## src/logic/cmd_pkg.sv

```systemverilog
package cmd_pkg;

	// ====================
	// Command word widths
	// ====================

	// One FIFO word
	localparam int CMD_W = 32;
	// Opcode field
	localparam int OPC_W = 4;
	// Each of the x and y arguments
	localparam int ARG_W = 14;

	// ====================
	// Opcodes
	// ====================

	// Counted only
	localparam logic [OPC_W-1:0] OPC_NOP       = 4'd0;
	// One LED, index in x, level in y bit 0
	localparam logic [OPC_W-1:0] OPC_LED_SET   = 4'd1;
	// Binary count on the LEDs
	localparam logic [OPC_W-1:0] OPC_RUN_START = 4'd2;
	localparam logic [OPC_W-1:0] OPC_RUN_STOP  = 4'd3;
	// One-shot inversion of all LEDs
	localparam logic [OPC_W-1:0] OPC_INVERT    = 4'd4;

	// Field view, LSB first in the word
	typedef struct packed {
		logic [ARG_W-1:0] y_value;
		logic [ARG_W-1:0] x_value;
		logic [OPC_W-1:0] opcode;
	} cmd_fields_t;

	// Raw view for the FIFO side, field view for the decoder
	typedef union packed {
		logic [CMD_W-1:0] raw;
		cmd_fields_t      f;
	} cmd_word_u;

endpackage

```

## src/logic/board_pkg.sv

```systemverilog
package board_pkg;

	// ====================
	// Board outputs
	// ====================

	// Red LEDs LEDR[9:0]
	localparam int LED_N = 10;

	// Seven-segment digits in use, HEX0 to HEX3
	localparam int HEX_DIGITS = 4;
	// Segments per digit, a to g
	localparam int SEG_W = 7;

	// Command counter, one hex nibble per digit
	localparam int CNT_W = 16;

	// ====================
	// Timing
	// ====================

	// CLOCK_50 cycles per LED tick, half a second
	localparam int TICK_DIV_DEFAULT = 25_000_000;

endpackage

```

## src/logic/led_cmd_if.sv

```systemverilog
interface led_cmd_if;
	import cmd_pkg::*;

	// One-cycle pulse, one word handed over
	logic      valid;
	// Captured command word
	cmd_word_u word;
	// Controller still holds a set or invert request
	logic      busy;

	// FIFO side
	modport reader (
		output valid,
		output word,
		input  busy
	);

	// Control side
	modport ctrl (
		input  valid,
		input  word,
		output busy
	);

endinterface

```

## src/logic/fifo_reader.sv

```systemverilog
module fifo_reader (
	input  logic                      CLOCK_50,
	input  logic                      rst_n,
	input  logic [cmd_pkg::CMD_W-1:0] fifo_readdata,
	input  logic                      fifo_empty,
	output logic                      fifo_read,
	led_cmd_if.reader                 cmd
);

	// Four-state read pacing
	typedef enum logic [1:0] {
		S_AWAIT,
		S_DELAY_READ,
		S_READ,
		S_DELAY_AWAIT
	} rd_state_t;

	rd_state_t state;
	rd_state_t state_next;

	// ====================
	// Next state
	// ====================
	always_comb
	begin
		state_next = state;
		case (state)
			S_AWAIT:
			begin
				// Word waiting and the last command taken
				if (!fifo_empty && !cmd.busy)
					state_next = S_DELAY_READ;
			end
			// Pop strobe goes out here
			S_DELAY_READ:  state_next = S_READ;
			// Word valid on the bus now
			S_READ:        state_next = S_DELAY_AWAIT;
			S_DELAY_AWAIT: state_next = S_AWAIT;
			default:       state_next = S_AWAIT;
		endcase
	end

	always_ff @(posedge CLOCK_50 or negedge rst_n)
	begin
		if (!rst_n)
			state <= S_AWAIT;
		else
			state <= state_next;
	end

	// Capture at the end of the read cycle
	always_ff @(posedge CLOCK_50)
	begin
		if (state == S_READ)
			cmd.word.raw <= fifo_readdata;
	end

	// One-cycle pop strobe
	assign fifo_read = (state == S_DELAY_READ);

	// Hand-over pulse, word already registered
	assign cmd.valid = (state == S_DELAY_AWAIT);

endmodule

```

## src/logic/led_controller.sv

```systemverilog
module led_controller (
	input  logic                                CLOCK_50,
	input  logic                                rst_n,
	led_cmd_if.ctrl                             cmd,
	input  logic                                applied,
	output logic                                set_req,
	output logic [$clog2(board_pkg::LED_N)-1:0] set_index,
	output logic                                set_level,
	output logic                                run_en,
	output logic                                invert_req,
	output logic [board_pkg::CNT_W-1:0]         cmd_count
);
	import cmd_pkg::*;
	import board_pkg::*;

	cmd_fields_t                 fields;
	logic [$clog2(LED_N)-1:0]    led_num;
	logic                        is_set;

	// ====================
	// Decode
	// ====================
	assign fields = cmd.word.f;

	// LED number from the low bits of x
	assign led_num = fields.x_value[$clog2(LED_N)-1:0];

	// Out-of-range LED makes the set a NOP
	assign is_set = (fields.opcode == OPC_LED_SET) && (led_num < LED_N);

	// ====================
	// Mode and requests
	// ====================
	always_ff @(posedge CLOCK_50 or negedge rst_n)
	begin
		if (!rst_n)
		begin
			set_req    <= 1'b0;
			invert_req <= 1'b0;
			run_en     <= 1'b0;
			cmd_count  <= '0;
		end
		else
		begin
			// Sequencer took the pending request on its tick
			if (applied)
			begin
				set_req    <= 1'b0;
				invert_req <= 1'b0;
			end
			if (cmd.valid)
			begin
				// Every accepted word counts, wraps at 16 bits
				cmd_count <= cmd_count + 1'b1;
				case (fields.opcode)
					OPC_NOP: ;
					OPC_LED_SET:
					begin
						if (is_set)
							set_req <= 1'b1;
					end
					OPC_RUN_START: run_en     <= 1'b1;
					OPC_RUN_STOP:  run_en     <= 1'b0;
					OPC_INVERT:    invert_req <= 1'b1;
					// Unknown opcodes behave as NOP
					default: ;
				endcase
			end
		end
	end

	// Set arguments, only read while set_req is high
	always_ff @(posedge CLOCK_50)
	begin
		if (cmd.valid && is_set)
		begin
			set_index <= led_num;
			set_level <= fields.y_value[0];
		end
	end

	// Holds off the reader until the tick has acted
	assign cmd.busy = set_req | invert_req;

endmodule

```

## src/logic/led_sequencer.sv

```systemverilog
module led_sequencer #(
	// At least 2, so applied clears a request before the next tick
	parameter int unsigned TICK_DIV = board_pkg::TICK_DIV_DEFAULT
) (
	input  logic                                CLOCK_50,
	input  logic                                rst_n,
	input  logic                                set_req,
	input  logic [$clog2(board_pkg::LED_N)-1:0] set_index,
	input  logic                                set_level,
	input  logic                                run_en,
	input  logic                                invert_req,
	output logic                                applied,
	output logic [board_pkg::LED_N-1:0]         LEDR
);
	import board_pkg::*;

	logic [$clog2(TICK_DIV)-1:0] div_cnt;
	logic                        tick;
	// Binary run pattern, wraps at 1024
	logic [LED_N-1:0]            run_cnt;

	// ====================
	// Tick divider
	// ====================

	// One-cycle enable on the last count
	assign tick = (div_cnt == ($clog2(TICK_DIV))'(TICK_DIV - 1));

	always_ff @(posedge CLOCK_50 or negedge rst_n)
	begin
		if (!rst_n)
			div_cnt <= '0;
		else if (tick)
			div_cnt <= '0;
		else
			div_cnt <= div_cnt + 1'b1;
	end

	// ====================
	// LED update
	// ====================

	// Priority on a tick is set, then run, then invert
	always_ff @(posedge CLOCK_50 or negedge rst_n)
	begin
		if (!rst_n)
		begin
			LEDR    <= '0;
			run_cnt <= '0;
			applied <= 1'b0;
		end
		else
		begin
			// Acknowledge is a single pulse
			applied <= 1'b0;
			if (tick)
			begin
				if (set_req)
				begin
					// Index already range-checked upstream
					LEDR[set_index] <= set_level;
					applied         <= 1'b1;
				end
				else if (run_en)
				begin
					LEDR    <= run_cnt;
					run_cnt <= run_cnt + 1'b1;
				end
				else if (invert_req)
				begin
					// Waits here while the run mode is on
					LEDR    <= ~LEDR;
					applied <= 1'b1;
				end
			end
		end
	end

endmodule

```

## src/logic/hex_display.sv

```systemverilog
module hex_display (
	input  logic [board_pkg::CNT_W-1:0] cmd_count,
	output logic [board_pkg::SEG_W-1:0] HEX0,
	output logic [board_pkg::SEG_W-1:0] HEX1,
	output logic [board_pkg::SEG_W-1:0] HEX2,
	output logic [board_pkg::SEG_W-1:0] HEX3
);
	import board_pkg::*;

	logic [SEG_W-1:0] digit_seg [HEX_DIGITS];

	// Hex nibble to segments, bit 6 is g, bit 0 is a, low lights
	function automatic logic [SEG_W-1:0] seg7(input logic [3:0] nib);
		case (nib)
			4'h0:    seg7 = 7'b1000000;
			4'h1:    seg7 = 7'b1111001;
			4'h2:    seg7 = 7'b0100100;
			4'h3:    seg7 = 7'b0110000;
			4'h4:    seg7 = 7'b0011001;
			4'h5:    seg7 = 7'b0010010;
			4'h6:    seg7 = 7'b0000010;
			4'h7:    seg7 = 7'b1111000;
			4'h8:    seg7 = 7'b0000000;
			4'h9:    seg7 = 7'b0010000;
			4'ha:    seg7 = 7'b0001000;
			// Lower-case b and d tell them apart from 8 and 0
			4'hb:    seg7 = 7'b0000011;
			4'hc:    seg7 = 7'b1000110;
			4'hd:    seg7 = 7'b0100001;
			4'he:    seg7 = 7'b0000110;
			default: seg7 = 7'b0001110;
		endcase
	endfunction

	// ====================
	// One nibble per digit
	// ====================
	always_comb
	begin
		for (int i = 0; i < HEX_DIGITS; i++)
			digit_seg[i] = seg7(cmd_count[i*4 +: 4]);
	end

	// HEX0 is the lowest nibble
	assign HEX0 = digit_seg[0];
	assign HEX1 = digit_seg[1];
	assign HEX2 = digit_seg[2];
	assign HEX3 = digit_seg[3];

endmodule

```

## src/logic/hps_led_ctrl.sv

```systemverilog
module hps_led_ctrl #(
	parameter int unsigned TICK_DIV = board_pkg::TICK_DIV_DEFAULT
) (
	input  logic                        CLOCK_50,
	input  logic                        rst_n,
	// HPS-to-FPGA FIFO
	input  logic [cmd_pkg::CMD_W-1:0]   fifo_readdata,
	input  logic                        fifo_empty,
	output logic                        fifo_read,
	// Board outputs
	output logic [board_pkg::LED_N-1:0] LEDR,
	output logic [board_pkg::SEG_W-1:0] HEX0,
	output logic [board_pkg::SEG_W-1:0] HEX1,
	output logic [board_pkg::SEG_W-1:0] HEX2,
	output logic [board_pkg::SEG_W-1:0] HEX3
);
	import board_pkg::*;

	// Controller to sequencer
	logic                     set_req;
	logic [$clog2(LED_N)-1:0] set_index;
	logic                     set_level;
	logic                     run_en;
	logic                     invert_req;
	// Sequencer acknowledge
	logic                     applied;
	// Shown on HEX3 to HEX0
	logic [CNT_W-1:0]         cmd_count;

	// Reader to controller
	led_cmd_if cmd_bus ();

	// ====================
	// Command path
	// ====================
	fifo_reader u_reader (
		.CLOCK_50      (CLOCK_50),
		.rst_n         (rst_n),
		.fifo_readdata (fifo_readdata),
		.fifo_empty    (fifo_empty),
		.fifo_read     (fifo_read),
		.cmd           (cmd_bus.reader)
	);

	led_controller u_ctrl (
		.CLOCK_50   (CLOCK_50),
		.rst_n      (rst_n),
		.cmd        (cmd_bus.ctrl),
		.applied    (applied),
		.set_req    (set_req),
		.set_index  (set_index),
		.set_level  (set_level),
		.run_en     (run_en),
		.invert_req (invert_req),
		.cmd_count  (cmd_count)
	);

	// ====================
	// Outputs
	// ====================
	led_sequencer #(
		.TICK_DIV (TICK_DIV)
	) u_seq (
		.CLOCK_50   (CLOCK_50),
		.rst_n      (rst_n),
		.set_req    (set_req),
		.set_index  (set_index),
		.set_level  (set_level),
		.run_en     (run_en),
		.invert_req (invert_req),
		.applied    (applied),
		.LEDR       (LEDR)
	);

	hex_display u_hex (
		.cmd_count (cmd_count),
		.HEX0      (HEX0),
		.HEX1      (HEX1),
		.HEX2      (HEX2),
		.HEX3      (HEX3)
	);

endmodule

```

## config.mk

```make
export PLATFORM = sky130hd
export DESIGN_NAME = hps_led_ctrl
export DESIGN_NICKNAME = d
export VERILOG_FILES = /design/src/logic/cmd_pkg.sv /design/src/logic/board_pkg.sv /design/src/logic/led_cmd_if.sv /design/src/logic/fifo_reader.sv /design/src/logic/led_controller.sv /design/src/logic/led_sequencer.sv /design/src/logic/hex_display.sv /design/src/logic/hps_led_ctrl.sv
export SDC_FILE = /design/constraint.sdc
export NUM_CORES = 1
export LEC_CHECK = 0
export ABC_AREA = 1
export BUFFER_PORTS_ARGS = -buffer_cell sky130_fd_sc_hd__buf_2
export CAP_MARGIN = 20
export CORE_MARGIN = 10
export CORE_UTILIZATION = 35
export DETAILED_ROUTE_END_ITERATION = 7
export PLACE_DENSITY = 0.54
export SLEW_MARGIN = 20
export SYNTH_ARGS = -nofsm -noshare
export SYNTH_HDL_FRONTEND = slang
export SYNTH_SLANG_ARGS = --single-unit
```

## constraint.sdc

```tcl
create_clock -name CLOCK_50 -period 1.5 [get_ports CLOCK_50]
set_clock_uncertainty 0.2 [all_clocks]
set_input_delay 0.15 -clock CLOCK_50 [delete_from_list [all_inputs] [get_ports CLOCK_50]]
set_output_delay 0.15 -clock CLOCK_50 [all_outputs]
set_load 0.01 [all_outputs]
```

==> impl_metrics.py, run 1 <==
metrics = {
    "sta": {
        "tns_ns": -19.05,
        "worst_slack_ns": -0.440,
        "hold_viol": 0,
        "setup_viol": 81,
        "worst_pin_slew_ns": 0.389,
        "rsz0062_at_grt": "true",
        "slew_viol_final": 0,
        "min_period_ns": 1.94,
        "max_slew_margin": 0.740,
        "timing.final.crit_share": 1.29,
        "clock.fmax_mhz": 515,
    },
    "yosys": {
        "synth.avg_cell_area_um2": 7.42,
        "syn_area_um2": 5290,
        "synthCells": 713,
        "synth.top_cell.area_share": 0.317,
        "synth_largest_area_cell": "dfrtp_1",
        "synth_edf_count": 14,
        "synth_seq_area_share": 0.396,
        "synthesis.nets": 779,
        "synthFlopType": "dfrtp_1",
        "synth_area_leaders": "dfrtp_1 32%, nand2_1 15%, edfxtp_1 7.9%",
        "synth-seq-cells": 81,
        "synth_cell_types": 41,
        "ys_warn_count": 0,
        "async_reset_ff_frac": 0.827,
    },
    "critical_path": {
        "criticalPathCategory": "reg -> out",
        "cp.arrival_ns": 1.59,
        "cp_slowest_cell": "dfrtp_2",
        "crit_chain": "inv_4 -> buf_6 -> ha_1 -> nand2_2 -> a41oi_2 -> buf_2",
        "crit_fanout": 4,
        "required_ns": 1.15,
        "end_kind": "output pin",
        "critPathTopFamily": "flip-flops",
        "critPathLaunchType": "register",
        "crit_buf_inv": 3,
        "max_stage_delay_ns": 0.46,
    },
    "place": {
        "placed_area_um2": 6780,
        "portBuffers": 50,
        "dp.cells": 1053,
        "dp_hpwl_um": 10600,
        "place_ws_ns": -0.341,
        "gp_congestion": 0.888,
    },
    "floorplanning": {
        "die_h_um": 143,
        "die_x_um": 143,
        "io_pins": 74,
        "initial_core_util": 0.361,
        "die-area_um2": 20400,
        "rows": 44,
        "core_um2": 14600,
    },
    "cells_and_area": {
        "final_common_cell": "nand2_1",
        "instances_no_fill": 1128,
        "final_cell_mix": "167 x nand2_1, 110 x buf_4, 55 x dfrtp_1, 54 x inv_1, 52 x buf_6",
        "diodes": 0,
        "drive_above_1_share": 0.482,
        "areaGrowthSynthToFinish_pct": 65.5,
        "fin_area_um2": 8750,
        "fin_nets": 1005,
    },
    "global_routing": {
        "grt_overflow_total": 0,
        "grt_pass1_vias": 5288,
        "grt_first_pass_wirelength_um": 25000,
        "grt_max_degree": 68,
        "grt_usage": 0.146,
        "antenna_found_initial": 0,
    },
    "min_path": {
        "hold_class": "in -> async",
    },
    "power": {
        "clockPowerShare": 0.275,
        "p_int_w": 0.00562,
        "comb_power_share": 0.412,
        "ir_worst_vdd_uv": 1390,
        "power_leakage_nw": 4.17,
        "p_sw_w": 0.00299,
        "seq_power_share": 0.313,
        "swShare": 0.348,
        "power.density_nw_per_um2": 983,
    },
    "clock_tree": {
        "cts_tree": "built",
        "root_buffer": "clkbuf_16",
        "path_clk_slew_ns": 0.06,
        "cts.path.max_buffers": 2,
        "cts.sinks": 81,
        "cts_htree_levels": 3,
        "numCtsBuffers": 9,
        "insertion_delay_ns": 0.34,
    },
    "drt": {
        "drc": 0,
        "drt_pass1_iterations": 6,
        "wirelength_um": 15800,
        "via_per_inst": 4.84,
        "ant_nets": 0,
        "wl_per_cell_um": 14.0,
        "drt_iter0_drc": 248,
        "via_count": 5465,
    },
    "status": {
        "violations": "setup timing",
        "status": "finished with violations",
    },
    "run": {
        "maxCapViolations": 0,
    },
}
layer usage:
metal | share of wire | global-route usage
met5 | 0 | 0
met4 | 0.0061 | 0.0266
met3 | 0.030 | 0.0335
met2 | 0.51 | 0.247
met1 | 0.46 | 0.187
power by group through the flow:
stage | sequential, W | combinational, W | clock [W]
after global routing | 0.00273 | 0.00389 | 0.00252
after detailed placement | 0.00268 | 0.00268 | 0
final | 0.00270 | 0.00354 | 0.00237
after floorplan | 0.00265 | 0.00155 | 0
after CTS | 0.00265 | 0.00327 | 0.00242
after global placement | 0.00267 | 0.00262 | 0
area by class of cell:
cell class,count,area [um2]
Timing Repair Buffer,232,1950
Clock inverter,7,93.8
Clock buffer,9,225
Sequential cell,81,2110
Multi-Input combinational cell,531,3780
Tap cell,184,230
Fill cell,1212,5890
Inverter,84,359
cells by family after synthesis:
family / share of synthesized area
and+or+nand+nor: 0.330
buffers and inverters: 0.0790
DFF: 0.396
AOI/OAI and AO/OA: 0.0757
adders and majority gates: 0.0733
xor gates and xnor gates: 0.0431
muxes: 0.00189
registers in the layout, indices dropped and copies added (netlist names):
register           cells
u_reader.state         2
u_seq.div_cnt         25
u_ctrl.set_level       1
u_ctrl.run_en          1
u_seq.applied          1
u_ctrl.set_index       4
u_ctrl.set_req         1
u_seq.run_cnt         10
u_reader.cmd.word      9
u_ctrl.cmd_count      16
u_seq.LEDR            10
u_ctrl.invert_req      1
synthesized netlist by cell type, types with 12 or more instances:
cell type	n
a21oi_1	18
nand3_1	48
dfrtp_1	67
ha_1	31
nor3_1	12
xor2_1	26
inv_1	79
nor2_1	77
o21ai_0	34
nand4_1	29
edfxtp_1	14
nand2_1	210
timing repair:
action,in CTS,in global routing
setup buffers,27,28
setup endpoints to repair,84,94
gates resized for setup,191,131
pin swaps,73,73
gates cloned,4,0
hold buffers,11,0
hold endpoints to repair,78,0
path summary, 6_finish.rpt:
| path | from | to | slack (ns) | cells after the start |
|---|---|---|---|---|
| worst max-delay path | u_ctrl.cmd_count[4] | HEX1[0] | -0.44 | 6 |
| worst min-delay path | rst_n | u_seq.run_cnt[1] | 0.15 | 3 |
| worst max register to register | u_seq.div_cnt[1] | u_seq.div_cnt[14] | -0.27 | 9 |
| worst min register to register | u_reader.cmd.word[4] | u_ctrl.set_index[0] | 0.23 | 0 |
| max in group asynchronous | rst_n | u_ctrl.cmd_count[11] | 0.60 | 3 |
| min in group CLOCK_50 | u_reader.cmd.word[4] | u_ctrl.set_index[0] | 0.23 | 0 |
worst reg2reg max path, stage by stage (launching register included):
cell and delay, ns:
dfrtp_1 0.40, ha_4 0.17, nand2_4 0.07, nor2_4 0.22, nand2_4 0.13, nor2_4 0.21
buf_6 0.13, nand3_2 0.04, nand2_1 0.06, nor2_1 0.04
stage by stage:
step | power, W | hold slack (ns) | util
2_1_floorplan | 0.00420 | -0.346 | -
3_3_place_gp | 0.00530 | 0.0103 | 0.463
3_5_place_dp | 0.00536 | 0.00853 | 0.463
4_1_cts | 0.00835 | 0.189 | 0.556
5_1_grt | 0.00914 | 0.204 | 0.598
6_report | 0.00861 | 0.153 | 0.598
(Power assumes the default switching activity.)
==> run 2: changes to the inputs <==
--- a/config.mk
+++ b/config.mk
@@ -12,6 +12,7 @@
 export CORE_UTILIZATION = 35
 export DETAILED_ROUTE_END_ITERATION = 7
 export PLACE_DENSITY = 0.54
+export SKIP_CTS_REPAIR_TIMING = 1
 export SLEW_MARGIN = 20
 export SYNTH_ARGS = -nofsm -noshare
 export SYNTH_HDL_FRONTEND = slang
==> impl_metrics.py, run 2 (same netlist as run 1, synthesis figures left out) <==
metrics = {
    "floorplanning": {
        "rows": 44,
        "core_um2": 14600,
        "io_pins": 74,
        "die_h_um": 143,
        "initial_core_util": 0.361,
        "die-area_um2": 20400,
        "die_x_um": 143,
    },
    "power": {
        "ir_worst_vdd_uv": 1420,
        "power.density_nw_per_um2": 1020,
        "power_leakage_nw": 3.99,
        "power_w": 0.00849,
    },
    "global_routing": {
        "grt_first_pass_wirelength_um": 22600,
        "antenna_found_initial": 0,
        "grt_pass1_vias": 4893,
        "grt_max_degree": 68,
        "grt_overflow_total": 0,
        "grt_usage": 0.132,
    },
    "sta": {
        "hold_slack_ns": 0.145,
        "tns_ns": -20.41,
        "setup_viol": 82,
        "timing.final.crit_share": 1.29,
        "rsz0062_at_grt": "true",
        "clock.fmax_mhz": 515,
        "max_slew_margin": 0.740,
        "hold_viol": 0,
        "worst_slack_ns": -0.442,
        "min_period_ns": 1.94,
        "worst_pin_slew_ns": 0.389,
        "slew_viol_final": 0,
    },
    "clock_tree": {
        "insertion_delay_ns": 0.34,
        "root_buffer": "clkbuf_16",
        "cts_tree": "built",
        "path_clk_slew_ns": 0.06,
        "cts.sinks": 81,
        "numCtsBuffers": 9,
        "cts.path.max_buffers": 2,
        "cts_htree_levels": 3,
    },
    "cells_and_area": {
        "final_common_cell": "nand2_1",
        "areaGrowthSynthToFinish_pct": 57.1,
        "final_cell_mix": "176 x nand2_1, 123 x buf_4, 58 x dfrtp_1, 56 x inv_1, 56 x nor2_1",
        "regMostFlops": "u_seq.div_cnt",
        "reg_top3": "u_seq.div_cnt (25), u_ctrl.cmd_count (16)",
        "largest_reg_flops": 25,
        "drive_above_1_share": 0.437,
        "diodes": 0,
        "fin_nets": 993,
        "instances_no_fill": 1116,
        "nFillCells": 1298,
        "final_core_util": 0.567,
    },
    "critical_path": {
        "crit_chain": "inv_2 -> buf_6 -> ha_1 -> nand2_2 -> a41oi_2 -> buf_2",
        "cp.arrival_ns": 1.59,
        "end_kind": "output pin",
        "critPathTopFamily": "flip-flops",
        "required_ns": 1.15,
        "critPathLaunchType": "register",
        "cp_slowest_cell": "dfrtp_1",
        "crit_fanout": 4,
        "max_stage_delay_ns": 0.42,
        "criticalPathCategory": "reg -> out",
        "crit_buf_inv": 3,
    },
    "place": {
        "dp_hpwl_um": 10600,
        "portBuffers": 50,
        "gp_congestion": 0.888,
        "dp.cells": 1053,
    },
    "drt": {
        "drt_iter0_drc": 309,
        "drc": 0,
        "wirelength_um": 15100,
        "wl_per_cell_um": 13.6,
        "drt_pass1_iterations": 5,
        "ant_nets": 0,
        "via_count": 5417,
        "via_per_inst": 4.85,
    },
    "status": {
        "violations": "setup timing",
        "status": "finished with violations",
    },
    "min_path": {
        "hold_class": "in -> async",
    },
    "run": {
        "maxCapViolations": 0,
    },
}
[run 2: per-layer routing]
layer	up-vias	GRT usage	wire length [um]	share of wire
met5	-	0	0	0
met4	0	0.0266	211	0.014
met3	25	0.0312	507	0.034
met2	98	0.216	7410	0.49
met1	2553	0.173	7000	0.46
li1	2741	-	-	-
[run 2: per-stage QoR]
stage          setup WS (ns)  cell area [um2]
5_1_grt               -0.523             8310
2_1_floorplan         -0.136             5400
6_report              -0.442             8310
3_5_place_dp          -0.341             6780
4_1_cts               -0.553             7100
3_3_place_gp          -0.263             6780
[run 2: area by class of cell]
class,instances,area [um2],share of cell area
Multi-Input combinational cell,530,3540,0.426
Sequential cell,81,2110,0.254
Timing Repair Buffer,221,1770,0.213
Inverter,84,343,0.0413
Tap cell,184,230,0.0277
Clock buffer,9,225,0.0271
Clock inverter,7,93.8,0.0113
[run 2: tightest hold or removal path: cells and delay by family]
| kind | cells | cell delay, ns |
|---|---|---|
| buffers and inverters | 3 | 0.93 |
[run 2: where the power goes]
part	internal (W)	switching, W	total [W]	leakage [nW]
combinational	0.00163	0.00181	0.00344	2.82
sequential	0.00249	0.000194	0.00268	1.02
clock	0.00146	0.000907	0.00236	0.152
total	0.00557	0.00292	0.00849	3.99
[run 2: final timing paths]
path | cells after the start | endpoint | slack (ns) | start
setup reg to reg | 11 | u_seq.LEDR[8] | -0.35 | u_seq.div_cnt[0]
hold reg to reg | 0 | u_ctrl.set_index[0] | 0.23 | u_reader.cmd.word[4]
setup / recovery | 6 | HEX1[0] | -0.44 | u_ctrl.cmd_count[4]
max in group asynchronous | 3 | u_ctrl.cmd_count[14] | 0.61 | rst_n
hold / removal | 3 | u_seq.run_cnt[1] | 0.14 | rst_n
min in group CLOCK_50 | 0 | u_ctrl.set_index[0] | 0.23 | u_reader.cmd.word[4]
